==> config.mk <==
export PLATFORM = sky130hd
export DESIGN_NAME = dma_ctrl
export DESIGN_NICKNAME = d
export VERILOG_FILES = /design/src/dma_pkg.sv /design/src/dma_table_if.sv /design/src/dma_entry_if.sv /design/src/dma_bus_interface.sv /design/src/dma_request_entry.sv /design/src/dma_request_scheduler.sv /design/src/dma_ctrl.sv
export SDC_FILE = /design/constraint.sdc
export NUM_CORES = 1
export LEC_CHECK = 0
export BUFFER_PORTS_ARGS = -buffer_cell sky130_fd_sc_hd__buf_2
export CORE_ASPECT_RATIO = 1.5
export CORE_MARGIN = 3
export CORE_UTILIZATION = 50
export CTS_BUF_LIST = sky130_fd_sc_hd__clkbuf_8 sky130_fd_sc_hd__clkbuf_16
export DETAILED_ROUTE_END_ITERATION = 7
export HOLD_SLACK_MARGIN = 0.12
export PLACE_DENSITY = 0.73
export SETUP_SLACK_MARGIN = 0.15
export SYNTH_ARGS = -nofsm -noshare
export SYNTH_HDL_FRONTEND = slang
export SYNTH_SLANG_ARGS = --single-unit
==> constraint.sdc <==
create_clock -name clk -period 3.3 [get_ports clk]
set_clock_uncertainty 0.05 [all_clocks]
set_input_delay 0.495 -clock clk [delete_from_list [all_inputs] [get_ports clk]]
set_output_delay 0.495 -clock clk [all_outputs]
set_load 0.1 [all_outputs]
==> src/dma_pkg.sv <==
package dma_pkg;

  ////////////////////////////////////////////////////////////////////////////
  // Field widths
  ////////////////////////////////////////////////////////////////////////////

  // Bus address and data words
  localparam int BUS_WIDTH = 32;
  // Transfer length in words
  localparam int DMA_SIZE_WIDTH = 16;
  // Remote tile identifier
  localparam int DMA_TILE_WIDTH = 16;

  // Descriptor fields held by one table entry
  localparam int DMA_FIELDS = 5;

  // Each entry owns a 32-byte window in the bus address space
  localparam int ENTRY_STRIDE_LOG2 = 5;

  ////////////////////////////////////////////////////////////////////////////
  // Register offsets inside an entry window
  ////////////////////////////////////////////////////////////////////////////

  localparam logic [4:0] REG_LADDR  = 5'h00;
  localparam logic [4:0] REG_SIZE   = 5'h04;
  localparam logic [4:0] REG_RTILE  = 5'h08;
  localparam logic [4:0] REG_RADDR  = 5'h0C;
  localparam logic [4:0] REG_DIR    = 5'h10;
  // Write sets valid, read returns done and frees a finished entry
  localparam logic [4:0] REG_STATUS = 5'h14;

  // Bit positions in the one-hot field select
  localparam int FIELD_LADDR = 0;
  localparam int FIELD_SIZE  = 1;
  localparam int FIELD_RTILE = 2;
  localparam int FIELD_RADDR = 3;
  localparam int FIELD_DIR   = 4;

  ////////////////////////////////////////////////////////////////////////////
  // Types
  ////////////////////////////////////////////////////////////////////////////

  typedef logic [BUS_WIDTH-1:0]      bus_addr_t;
  typedef logic [BUS_WIDTH-1:0]      bus_data_t;
  typedef logic [DMA_SIZE_WIDTH-1:0] dma_size_t;
  typedef logic [DMA_TILE_WIDTH-1:0] dma_tile_t;
  typedef logic [DMA_FIELDS-1:0]     dma_select_t;

  // Scheduler FSM
  typedef enum logic [1:0] {
    SCHED_IDLE,
    SCHED_ISSUE,
    SCHED_WAIT
  } sched_state_t;

endpackage

==> src/dma_table_if.sv <==
`timescale 1ns/1ps

interface dma_table_if import dma_pkg::*; #(
  parameter int TABLE_ENTRIES = 4
) ();

  // Entry pointer width
  localparam int PTR_W = $clog2(TABLE_ENTRIES);

  // Descriptor field write, one field per cycle
  logic             wr_en;
  logic [PTR_W-1:0] wr_pos;
  dma_select_t      wr_select;
  bus_data_t        wr_data;

  // Status command
  // valid_set high sets valid, low clears valid and done
  logic             valid_en;
  logic             valid_set;
  logic [PTR_W-1:0] valid_pos;

  // Bus side drives, every entry listens
  modport bus (
    output wr_en,
    output wr_pos,
    output wr_select,
    output wr_data,
    output valid_en,
    output valid_set,
    output valid_pos
  );

  // Entries match the position against their own index
  modport entry (
    input wr_en,
    input wr_pos,
    input wr_select,
    input wr_data,
    input valid_en,
    input valid_set,
    input valid_pos
  );

endinterface

==> src/dma_entry_if.sv <==
`timescale 1ns/1ps

interface dma_entry_if import dma_pkg::*; ();

  // Valid and not yet done
  logic      pending;

  // Descriptor contents
  bus_addr_t laddr;
  dma_size_t size;
  dma_tile_t rtile;
  bus_addr_t raddr;
  logic      dir;

  // One-cycle pulse from the scheduler when the network reports completion
  logic      complete;

  modport entry (
    output pending,
    output laddr,
    output size,
    output rtile,
    output raddr,
    output dir,
    input  complete
  );

  modport sched (
    input  pending,
    input  laddr,
    input  size,
    input  rtile,
    input  raddr,
    input  dir,
    output complete
  );

endinterface

==> src/dma_bus_interface.sv <==
`timescale 1ns/1ps

module dma_bus_interface import dma_pkg::*; #(
  parameter int TABLE_ENTRIES = 4
) (
  input  logic                     hsel,
  input  bus_addr_t                haddr,
  input  bus_data_t                hwdata,
  input  logic                     hwrite,
  input  logic                     hmastlock,
  output bus_data_t                hrdata,
  output logic                     hready,
  input  logic [TABLE_ENTRIES-1:0] done,
  dma_table_if.bus                 tbl
);

  localparam int PTR_W = $clog2(TABLE_ENTRIES);

  logic             access;
  logic [4:0]       offset;
  logic [PTR_W-1:0] pos;
  logic             status_hit;
  logic             done_sel;

  ////////////////////////////////////////////////////////////////////////////
  // Address decode
  ////////////////////////////////////////////////////////////////////////////

  // Single-phase access, address and data in the same cycle
  assign access = hsel & hmastlock;

  // No wait states, so ready simply follows the accepted condition
  assign hready = access;

  // Low bits pick the word inside the window
  assign offset = haddr[ENTRY_STRIDE_LOG2-1:0];

  // Entry index sits right above the window
  assign pos = haddr[ENTRY_STRIDE_LOG2 +: PTR_W];

  assign status_hit = (offset == REG_STATUS);

  // Done flag of the addressed entry
  assign done_sel = done[pos];

  // One-hot field select, unknown offsets select nothing
  assign tbl.wr_select[FIELD_LADDR] = (offset == REG_LADDR);
  assign tbl.wr_select[FIELD_SIZE]  = (offset == REG_SIZE);
  assign tbl.wr_select[FIELD_RTILE] = (offset == REG_RTILE);
  assign tbl.wr_select[FIELD_RADDR] = (offset == REG_RADDR);
  assign tbl.wr_select[FIELD_DIR]   = (offset == REG_DIR);

  ////////////////////////////////////////////////////////////////////////////
  // Table commands
  ////////////////////////////////////////////////////////////////////////////

  // Field write
  assign tbl.wr_en   = access & hwrite & ~status_hit;
  assign tbl.wr_pos  = pos;
  assign tbl.wr_data = hwdata;

  // Status write sets valid
  // Status read of a done entry clears it
  assign tbl.valid_en  = access & status_hit & (hwrite | done_sel);
  assign tbl.valid_set = hwrite;
  assign tbl.valid_pos = pos;

  // Read data, only the status word carries anything
  always_comb begin
    hrdata = '0;
    if (status_hit) begin
      hrdata[0] = done_sel;
    end
  end

endmodule

==> src/dma_request_entry.sv <==
`timescale 1ns/1ps

module dma_request_entry import dma_pkg::*; #(
  parameter int INDEX = 0
) (
  input  logic       clk,
  input  logic       rst,
  dma_table_if.entry tbl,
  dma_entry_if.entry ent,
  output logic       done
);

  logic      wr_hit;
  logic      valid_hit;
  logic      valid;

  // Descriptor registers
  bus_addr_t laddr;
  dma_size_t size;
  dma_tile_t rtile;
  bus_addr_t raddr;
  logic      dir;

  // Commands addressed to this slot
  assign wr_hit    = tbl.wr_en & (int'(tbl.wr_pos) == INDEX);
  assign valid_hit = tbl.valid_en & (int'(tbl.valid_pos) == INDEX);

  ////////////////////////////////////////////////////////////////////////////
  // Descriptor fields
  ////////////////////////////////////////////////////////////////////////////

  // Payload only, contents are meaningless until software marks the slot valid
  always_ff @(posedge clk) begin
    if (wr_hit) begin
      if (tbl.wr_select[FIELD_LADDR]) laddr <= tbl.wr_data;
      if (tbl.wr_select[FIELD_SIZE])  size  <= tbl.wr_data[DMA_SIZE_WIDTH-1:0];
      if (tbl.wr_select[FIELD_RTILE]) rtile <= tbl.wr_data[DMA_TILE_WIDTH-1:0];
      if (tbl.wr_select[FIELD_RADDR]) raddr <= tbl.wr_data;
      if (tbl.wr_select[FIELD_DIR])   dir   <= tbl.wr_data[0];
    end
  end

  ////////////////////////////////////////////////////////////////////////////
  // Valid and done flags
  ////////////////////////////////////////////////////////////////////////////

  always_ff @(posedge clk) begin
    if (rst) begin
      valid <= 1'b0;
      done  <= 1'b0;
    end else begin
      // Completion only counts for a live descriptor
      if (ent.complete && valid) begin
        done <= 1'b1;
      end
      if (valid_hit) begin
        if (tbl.valid_set) begin
          valid <= 1'b1;
        end else begin
          // Freed by a status read that saw done
          valid <= 1'b0;
          done  <= 1'b0;
        end
      end
    end
  end

  // Scheduler view
  assign ent.pending = valid & ~done;
  assign ent.laddr   = laddr;
  assign ent.size    = size;
  assign ent.rtile   = rtile;
  assign ent.raddr   = raddr;
  assign ent.dir     = dir;

endmodule

==> src/dma_request_scheduler.sv <==
`timescale 1ns/1ps

module dma_request_scheduler import dma_pkg::*; #(
  parameter int TABLE_ENTRIES = 4
) (
  input  logic       clk,
  input  logic       rst,
  dma_entry_if.sched ent [TABLE_ENTRIES],
  output logic       req_valid,
  output bus_addr_t  req_laddr,
  output dma_size_t  req_size,
  output dma_tile_t  req_rtile,
  output bus_addr_t  req_raddr,
  output logic       req_dir,
  input  logic       req_done
);

  localparam int PTR_W = $clog2(TABLE_ENTRIES);

  sched_state_t             state;
  // Last granted entry, also the one in flight
  logic [PTR_W-1:0]         grant;
  logic                     found;
  logic [PTR_W-1:0]         next_pos;
  logic                     complete;

  // Flattened view of the entry interfaces
  logic [TABLE_ENTRIES-1:0] pending;
  bus_addr_t                laddr_tab [TABLE_ENTRIES];
  dma_size_t                size_tab  [TABLE_ENTRIES];
  dma_tile_t                rtile_tab [TABLE_ENTRIES];
  bus_addr_t                raddr_tab [TABLE_ENTRIES];
  logic [TABLE_ENTRIES-1:0] dir_tab;

  // Interface arrays only take constant indices
  for (genvar i = 0; i < TABLE_ENTRIES; i++) begin : g_slot
    assign pending[i]   = ent[i].pending;
    assign laddr_tab[i] = ent[i].laddr;
    assign size_tab[i]  = ent[i].size;
    assign rtile_tab[i] = ent[i].rtile;
    assign raddr_tab[i] = ent[i].raddr;
    assign dir_tab[i]   = ent[i].dir;
    // Completion goes to the in-flight entry only
    assign ent[i].complete = complete & (grant == PTR_W'(i));
  end

  ////////////////////////////////////////////////////////////////////////////
  // Round-robin search
  ////////////////////////////////////////////////////////////////////////////

  // Start right after the last grant, the pointer wraps by its own width
  // With a full loop the last candidate is the last grant itself
  always_comb begin
    logic [PTR_W-1:0] cand;
    found    = 1'b0;
    next_pos = grant;
    for (int k = 1; k <= TABLE_ENTRIES; k++) begin
      cand = grant + PTR_W'(k);
      if (!found && pending[cand]) begin
        found    = 1'b1;
        next_pos = cand;
      end
    end
  end

  ////////////////////////////////////////////////////////////////////////////
  // FSM
  ////////////////////////////////////////////////////////////////////////////

  always_ff @(posedge clk) begin
    if (rst) begin
      state <= SCHED_IDLE;
      // Search starts at entry 0 after reset
      grant <= PTR_W'(TABLE_ENTRIES - 1);
    end else begin
      case (state)
        SCHED_IDLE: begin
          if (found) begin
            grant <= next_pos;
            state <= SCHED_ISSUE;
          end
        end
        // Request pulse lasts exactly one cycle
        SCHED_ISSUE: state <= SCHED_WAIT;
        SCHED_WAIT: begin
          if (req_done) begin
            state <= SCHED_IDLE;
          end
        end
        default: state <= SCHED_IDLE;
      endcase
    end
  end

  // Winner's fields captured with the grant, held steady through the pulse
  always_ff @(posedge clk) begin
    if (state == SCHED_IDLE && found) begin
      req_laddr <= laddr_tab[next_pos];
      req_size  <= size_tab[next_pos];
      req_rtile <= rtile_tab[next_pos];
      req_raddr <= raddr_tab[next_pos];
      req_dir   <= dir_tab[next_pos];
    end
  end

  assign req_valid = (state == SCHED_ISSUE);

  // req_done outside SCHED_WAIT is dropped
  assign complete = (state == SCHED_WAIT) & req_done;

endmodule

==> src/dma_ctrl.sv <==
`timescale 1ns/1ps

module dma_ctrl import dma_pkg::*; #(
  parameter int TABLE_ENTRIES = 4
) (
  input  logic      clk,
  input  logic      rst,

  // Bus slave port
  input  logic      hsel,
  input  bus_addr_t haddr,
  input  bus_data_t hwdata,
  input  logic      hwrite,
  input  logic      hmastlock,
  output bus_data_t hrdata,
  output logic      hready,

  // Request port toward the network side
  output logic      req_valid,
  output bus_addr_t req_laddr,
  output dma_size_t req_size,
  output dma_tile_t req_rtile,
  output bus_addr_t req_raddr,
  output logic      req_dir,
  input  logic      req_done
);

  // Done flags of all entries, read back through the status word
  logic [TABLE_ENTRIES-1:0] done;

  ////////////////////////////////////////////////////////////////////////////
  // Internal links
  ////////////////////////////////////////////////////////////////////////////

  dma_table_if #(.TABLE_ENTRIES(TABLE_ENTRIES)) tbl ();

  dma_entry_if ent [TABLE_ENTRIES] ();

  // Bus decode
  dma_bus_interface #(
    .TABLE_ENTRIES(TABLE_ENTRIES)
  ) u_bus (
    .hsel      (hsel),
    .haddr     (haddr),
    .hwdata    (hwdata),
    .hwrite    (hwrite),
    .hmastlock (hmastlock),
    .hrdata    (hrdata),
    .hready    (hready),
    .done      (done),
    .tbl       (tbl.bus)
  );

  // Descriptor table
  for (genvar i = 0; i < TABLE_ENTRIES; i++) begin : g_entry
    dma_request_entry #(
      .INDEX(i)
    ) u_entry (
      .clk  (clk),
      .rst  (rst),
      .tbl  (tbl.entry),
      .ent  (ent[i].entry),
      .done (done[i])
    );
  end

  // Request issue
  dma_request_scheduler #(
    .TABLE_ENTRIES(TABLE_ENTRIES)
  ) u_sched (
    .clk       (clk),
    .rst       (rst),
    .ent       (ent),
    .req_valid (req_valid),
    .req_laddr (req_laddr),
    .req_size  (req_size),
    .req_rtile (req_rtile),
    .req_raddr (req_raddr),
    .req_dir   (req_dir),
    .req_done  (req_done)
  );

endmodule

==> impl_metrics.tcl, run 1 <==
set metrics [dict create \
    htreeDepth 2 \
    seqCellArea_um2 14800 \
    antenna_found_initial 0 \
    dp_hpwl_um 18700 \
    root_buffer "clkbuf_16" \
    min_period_ns 3.05 \
    gr-total-overflow 0 \
    endpoint_kind "flop" \
    synth_cells 754 \
    postCtsSetupBuffers 0 \
    drt-wirelength-per-cell_um 22.3 \
    diodes 0 \
    synthAdderAreaFrac_pct 0.278 \
    clk_path_buf_depth 3 \
    cts_resized 0 \
    finalCritPeriodShare_pct 92.5 \
    setup_viol 0 \
    multi_input_area_um2 3020 \
    yosys_warnings 0 \
    required_ns 3.53 \
    yosysSeqAreaShare_pct 82.3 \
    synth-compound-area-share_pct 0.772 \
    routed_wl_um 32400 \
    grt_max_degree 98 \
    rrSetupSlack_ns 0.25 \
    final-hold-violation-count 0 \
    drtIter0Drc 580 \
    cts_tree "yes" \
    slew_viol_final 0 \
    synthArstFlopShare_pct 0 \
    syn_area_per_cell_um2 23.9 \
    worst_pin_slew_ns 0.767 \
    tns_ns 0 \
    leakage_nw 7.01 \
    num_rows 84 \
    hold_path.class "in2reg" \
    synth-edff-count 485 \
    cap_violations 0 \
    clock_latency_ns 0.54 \
    place_congestion 0.766 \
    synthesis.area_um2 18000 \
    relSlewSlack_pct 48.1 \
    cts_hold_buf 0 \
    cp_max_fo 29 \
    drive_above_1_share_pct 35.1 \
    core_area_um2 35300 \
    ys.flop_type "edfxtp_1" \
    fill_cells 2549 \
    arrival_ns 3.28 \
    dieArea_um2 38300 \
    start_util_pct 50.9 \
    drt_first_pass_iters 5 \
    synth-xor-area-share_pct 0.0904 \
    via_count 7865 \
    synth_top_family_by_area "multiplexers" \
    path_clk_slew_ns 0.07 \
    synth.area.mux_share_pct 12.6 \
    die_w_um 161 \
    io_pins 201 \
    max-vdd-ir-drop_uv 429 \
    synth_seq_cells 497 \
    cts_buffers 43 \
    ant_nets 0 \
    utilization_pct 58.9 \
    portBuffers 144 \
    yosysUniqueCellTypes 33 \
    synthSimpleGateAreaFrac_pct 1.86 \
    timing.fmax_mhz 328 \
    crit_type "reg2reg" \
    clock_sinks 497 \
    nNetsFinal 1022 \
    synth_top_area_cell "edfxtp_1" \
    run_status "finished, final reports clean" \
    grt_pass1_wl_um 49200 \
    grt_pass1_vias 8399 \
    area_growth_pct 15.7 \
    synth_top_area_share_pct 81.0 \
    drc 0 \
    viasPerCell 5.42 \
    start_kind "flop" \
    powerDensity_nw_per_um2 582 \
    grt_usage_pct 17.0 \
    synth_area_leaders "edfxtp_1 (81%), mux4_2 (13%), buf_4 (1.5%), dfxtp_1 (1.3%), nor2_1 (0.77%)" \
    rsz0062_at_grt "no" \
    die_height_um 238 \
    hold_slack_ns 0.170 \
]
## critical path, cell delays in order (launching register included)
cell	delay [ns]
dfxtp_1	0.49
inv_1	0.19
ha_1	0.38
mux4_2	0.31
o31a_1	0.34
xnor2_4	0.20
buf_4	0.41
mux4_2	0.41
## final cells by class
class                      instances  share of cell area, %
clock inverter                    28                   1.06
inverter                           5                  0.108
sequential                       497                   71.2
tap                              473                   2.84
multi-input combinational        229                   14.5
timing repair buffer             172                   4.78
clock buffer                      47                   5.55
## metrics by stage
step	worst slack, ns	std cells	instance area (um^2)	power [mW]
6_report	0.247	1451	20800	12.1
3_3_place_gp	0.336	1376	19400	7.35
2_1_floorplan	-0.188	784	18100	7.28
4_1_cts	0.261	1451	20800	12.2
5_1_grt	0.153	1451	20800	12.5
3_5_place_dp	0.274	1376	19400	7.36
## routing by layer
layer,wire length [um],part of all wire (%),vias up,global-route usage (%)
li1,-,-,3448,-
met1,12400,38,4082,21.3
met2,17100,53,270,30.2
met3,1670,5.2,65,2.50
met4,1170,3.6,0,6.78
met5,0,0,-,0
## power breakdown
part	switching (mW)	leakage, nW	internal, mW
combinational	0.275	1.84	0.0347
sequential	0.00265	4.45	6.91
clock	2.08	0.713	2.81
## final timing paths
path                                                from                                to  depth (start not counted)
worst min-delay path                          hwdata[19]  g_entry[0].u_entry.ent.raddr[19]                          1
worst max-delay path                    u_sched.grant[1]              u_sched.req_rtile[6]                          7
worst min register to register  g_entry[1].u_entry.valid          g_entry[1].u_entry.valid                          2
worst max register to register          u_sched.grant[1]              u_sched.req_rtile[6]                          7
## cells by family (layout without fill, tap and decap cells)
kind of cell | after synthesis | in the layout
xor gates and xnor gates | 1 | 1
muxes | 101 | 101
DFF | 497 | 497
buffers and inverters | 58 | 252
AOI/OAI and AO/OA | 20 | 20
and+or+nand+nor | 72 | 72
adders and majority gates | 4 | 4
other | 1 | 31
## cell usage after synthesis (2+ instances only)
cell / number
buf_4: 36
nand2_1: 8
edfxtp_1: 485
buf_2: 17
nand3_1: 6
mux4_2: 100
nor2b_1: 8
dfxtp_1: 12
a21o_1: 3
inv_1: 5
nor2_1: 37
ha_1: 4
a31oi_1: 5
nor3_1: 2
nand2b_1: 5
a21oi_1: 3
o21ai_0: 2
## flip-flops by register name, indices dropped and copies added (netlist names), 4 cells and up
name and flops:
u_sched.req_size 16, g_entry.u_entry.ent.laddr 128, g_entry.u_entry.ent.dir 4, g_entry.u_entry.ent.rtile 64, g_entry.u_entry.valid 4, u_sched.req_raddr 32
g_entry.u_entry.ent.size 64, g_entry.u_entry.ent.raddr 128, g_entry.u_entry.done 4, u_sched.req_rtile 16, u_sched.req_laddr 32
## cell usage in the layout (no fill, tap or decap), types with 2 or more instances in the layout
| cell type | instances |
|---|---|
| nor3_1 | 2 |
| bufinv_16 | 4 |
| conb_1 | 31 |
| nor2_4 | 8 |
| dfxtp_1 | 12 |
| nor2b_1 | 8 |
| mux4_2 | 100 |
| nor2_1 | 26 |
| clkbuf_8 | 2 |
| nand3_1 | 6 |
| inv_1 | 14 |
| clkinv_2 | 4 |
| nand2b_1 | 5 |
| clkbuf_16 | 45 |
| buf_12 | 5 |
| o21ai_0 | 2 |
| nor2_2 | 3 |
| buf_4 | 23 |
| clkinv_1 | 9 |
| edfxtp_1 | 485 |
| a31oi_1 | 5 |
| nand2_1 | 8 |
| buf_2 | 144 |
| a21oi_1 | 3 |
| ha_1 | 4 |
| a21o_1 | 3 |
No activity file was read; power rests on OpenSTA's default activity.
==> inputs of run 2 (changes only) <==
--- a/config.mk
+++ b/config.mk
@@ -6,13 +6,15 @@
 export NUM_CORES = 1
 export LEC_CHECK = 0
 export BUFFER_PORTS_ARGS = -buffer_cell sky130_fd_sc_hd__buf_2
+export CELL_PAD_IN_SITES_DETAIL_PLACEMENT = 2
+export CELL_PAD_IN_SITES_GLOBAL_PLACEMENT = 2
 export CORE_ASPECT_RATIO = 1.5
 export CORE_MARGIN = 3
-export CORE_UTILIZATION = 50
+export CORE_UTILIZATION = 41
 export CTS_BUF_LIST = sky130_fd_sc_hd__clkbuf_8 sky130_fd_sc_hd__clkbuf_16
 export DETAILED_ROUTE_END_ITERATION = 7
 export HOLD_SLACK_MARGIN = 0.12
-export PLACE_DENSITY = 0.73
+export PLACE_DENSITY_LB_ADDON = 0.1
 export SETUP_SLACK_MARGIN = 0.15
 export SYNTH_ARGS = -nofsm -noshare
 export SYNTH_HDL_FRONTEND = slang
==> run 2 against run 1 <==
  * Cell area grew 2.1%
  * Clock-buffer cell count grew 2
  * Global-route usage grew 1.8 points
  * Critical path depth grew 1
  * Die area grew 21%
  * Sequential share of layout area shrank 1.5 points
  * Critical path type unchanged
  * Largest power group unchanged
==> impl_metrics.tcl, run 2 (synthesis results as in run 1) <==
set metrics [dict create \
    run_status "finished, final reports clean" \
    cp_max_fo 35 \
    place_ws_ns 0.228 \
    routed_wl_um 43200 \
    fill_cells 3816 \
    reg2reg_to "u_sched.req_laddr[21]" \
    path_common_cell "mux4_2" \
    grt_usage_pct 18.8 \
    final_common_cell "edfxtp_1" \
    antenna_found_initial 0 \
    gr-total-overflow 0 \
    crit_type "reg2reg" \
    path_clk_slew_ns 0.06 \
    worst_slack_ns 0.352 \
    start_kind "flop" \
    multi_input_area_um2 3020 \
    dp_hpwl_um 25700 \
    slew_viol_final 0 \
    grt_max_degree 98 \
    drtIter0Drc 772 \
    drc 0 \
    setup_viol 0 \
    finalCritPeriodShare_pct 89.3 \
    hold_path.class "in2reg" \
    required_ns 3.54 \
    core_area_um2 43200 \
    crit_slowest_cell "dfxtp_2" \
    arrival_ns 3.19 \
    final-hold-violation-count 0 \
    worstSetupEndpoint "u_sched.req_laddr[21]" \
    portBuffers 144 \
    htreeDepth 2 \
    path_cells "inv_1, ha_1, mux4_2, o31a_1, xnor2_4, buf_4, buf_12, mux4_2" \
    nNetsFinal 1030 \
    ant_nets 0 \
    max-vdd-ir-drop_uv 376 \
    endpoint_kind "flop" \
    relSlewSlack_pct 49.8 \
    top_regs "g_entry.u_entry.ent.laddr x128, g_entry.u_entry.ent.raddr x128" \
    drt-wirelength-per-cell_um 27.6 \
    max_stage_delay_ns 0.41 \
    root_buffer "clkbuf_16" \
    min_period_ns 2.95 \
    viasPerCell 5.24 \
    grt_pass1_wl_um 63900 \
    rsz0062_at_grt "no" \
    leakage_nw 7.11 \
    diodes 0 \
    worst_pin_slew_ns 0.752 \
    crit_start "u_sched.grant[1]" \
    seqCellArea_um2 14800 \
    die_height_um 263 \
    clock_latency_ns 0.56 \
    grt_pass1_vias 9287 \
    die_w_um 177 \
    cts_hold_buf 0 \
    rr_worst_depth 8 \
    timing.fmax_mhz 339 \
    clock_sinks 497 \
    cap_violations 0 \
    rrSetupSlack_ns 0.35 \
    area_growth_pct 18.1 \
    cts_buffers 47 \
    drt_first_pass_iters 4 \
    start_util_pct 41.7 \
    clk_path_buf_depth 3 \
    cts_tree "yes" \
    place_congestion 0.714 \
    dieArea_um2 46500 \
    via_count 8198 \
    io_pins 201 \
    layout_common_cells "edfxtp_1 (485), buf_2 (144), mux4_2 (100)" \
    drive_above_1_share_pct 36.5 \
    hold_slack_ns 0.168 \
    powerDensity_nw_per_um2 591 \
    num_rows 93 \
    p_total_mw 12.6 \
    tns_ns 0 \
    r2r-start "u_sched.grant[1]" \
]
[run 2: worst max-delay path: cells and delay by family (launching register included)]
kind / cells / cell delay [ns]
compound gates: 1 / 0.35
xor+xnor: 1 / 0.27
fa+ha+maj: 1 / 0.37
buf+inv: 3 / 0.54
flops: 1 / 0.41
mux: 2 / 0.67
[run 2: repair_timing]
action                     in CTS  in global routing
setup endpoints to repair       0                 89
resized for setup               0                  3
setup buffers                   0                  3
[run 2: layout make-up]
| cell class | count | area share [%] |
|---|---|---|
| Timing Repair Buffer | 176 | 5.51 |
| Multi-Input combinational cell | 229 | 14.2 |
| Tap cell | 570 | 3.36 |
| Inverter | 5 | 0.106 |
| Clock buffer | 49 | 5.77 |
| Sequential cell | 497 | 69.7 |
| Clock inverter | 38 | 1.30 |
[run 2: per-stage QoR]
stage | utilization, % | instance area [um^2] | std cells
final | 49.2 | 21200 | 1564
after global routing | 49.2 | 21200 | 1564
after CTS | 49.1 | 21200 | 1560
after detailed placement | 45.6 | 19700 | 1473
after global placement | 45.6 | 19700 | 1473
after floorplan | - | 18100 | 784
[run 2: worst min-delay path by stage]
stage,to,slack [ns],cells past startpoint,startpoint
after floorplan,g_entry[1].u_entry.done,0.39,2,g_entry[1].u_entry.done
after global placement,g_entry[1].u_entry.done,0.43,2,g_entry[1].u_entry.done
after detailed placement,g_entry[1].u_entry.done,0.45,2,g_entry[1].u_entry.done
after CTS,g_entry[3].u_entry.ent.laddr[27],0.14,1,hwdata[27]
after global routing,g_entry[2].u_entry.ent.laddr[31],0.16,1,hwdata[31]
final,g_entry[0].u_entry.ent.raddr[19],0.17,1,hwdata[19]
[run 2: where the power goes]
group	total [mW]	internal [mW]	switching, mW
logic	0.327	0.0355	0.291
registers	6.91	6.91	0.00314
clock network	5.32	3.00	2.32
total	12.6	9.94	2.61
[run 2: routing by layer]
| metal | share of wire (%) | up-vias | track usage [%] |
|---|---|---|---|
| li1 | - | 3475 | - |
| met1 | 38 | 4439 | 23.0 |
| met2 | 56 | 218 | 34.7 |
| met3 | 3.7 | 66 | 2.50 |
| met4 | 2.2 | 0 | 4.99 |
| met5 | 0 | - | 0 |
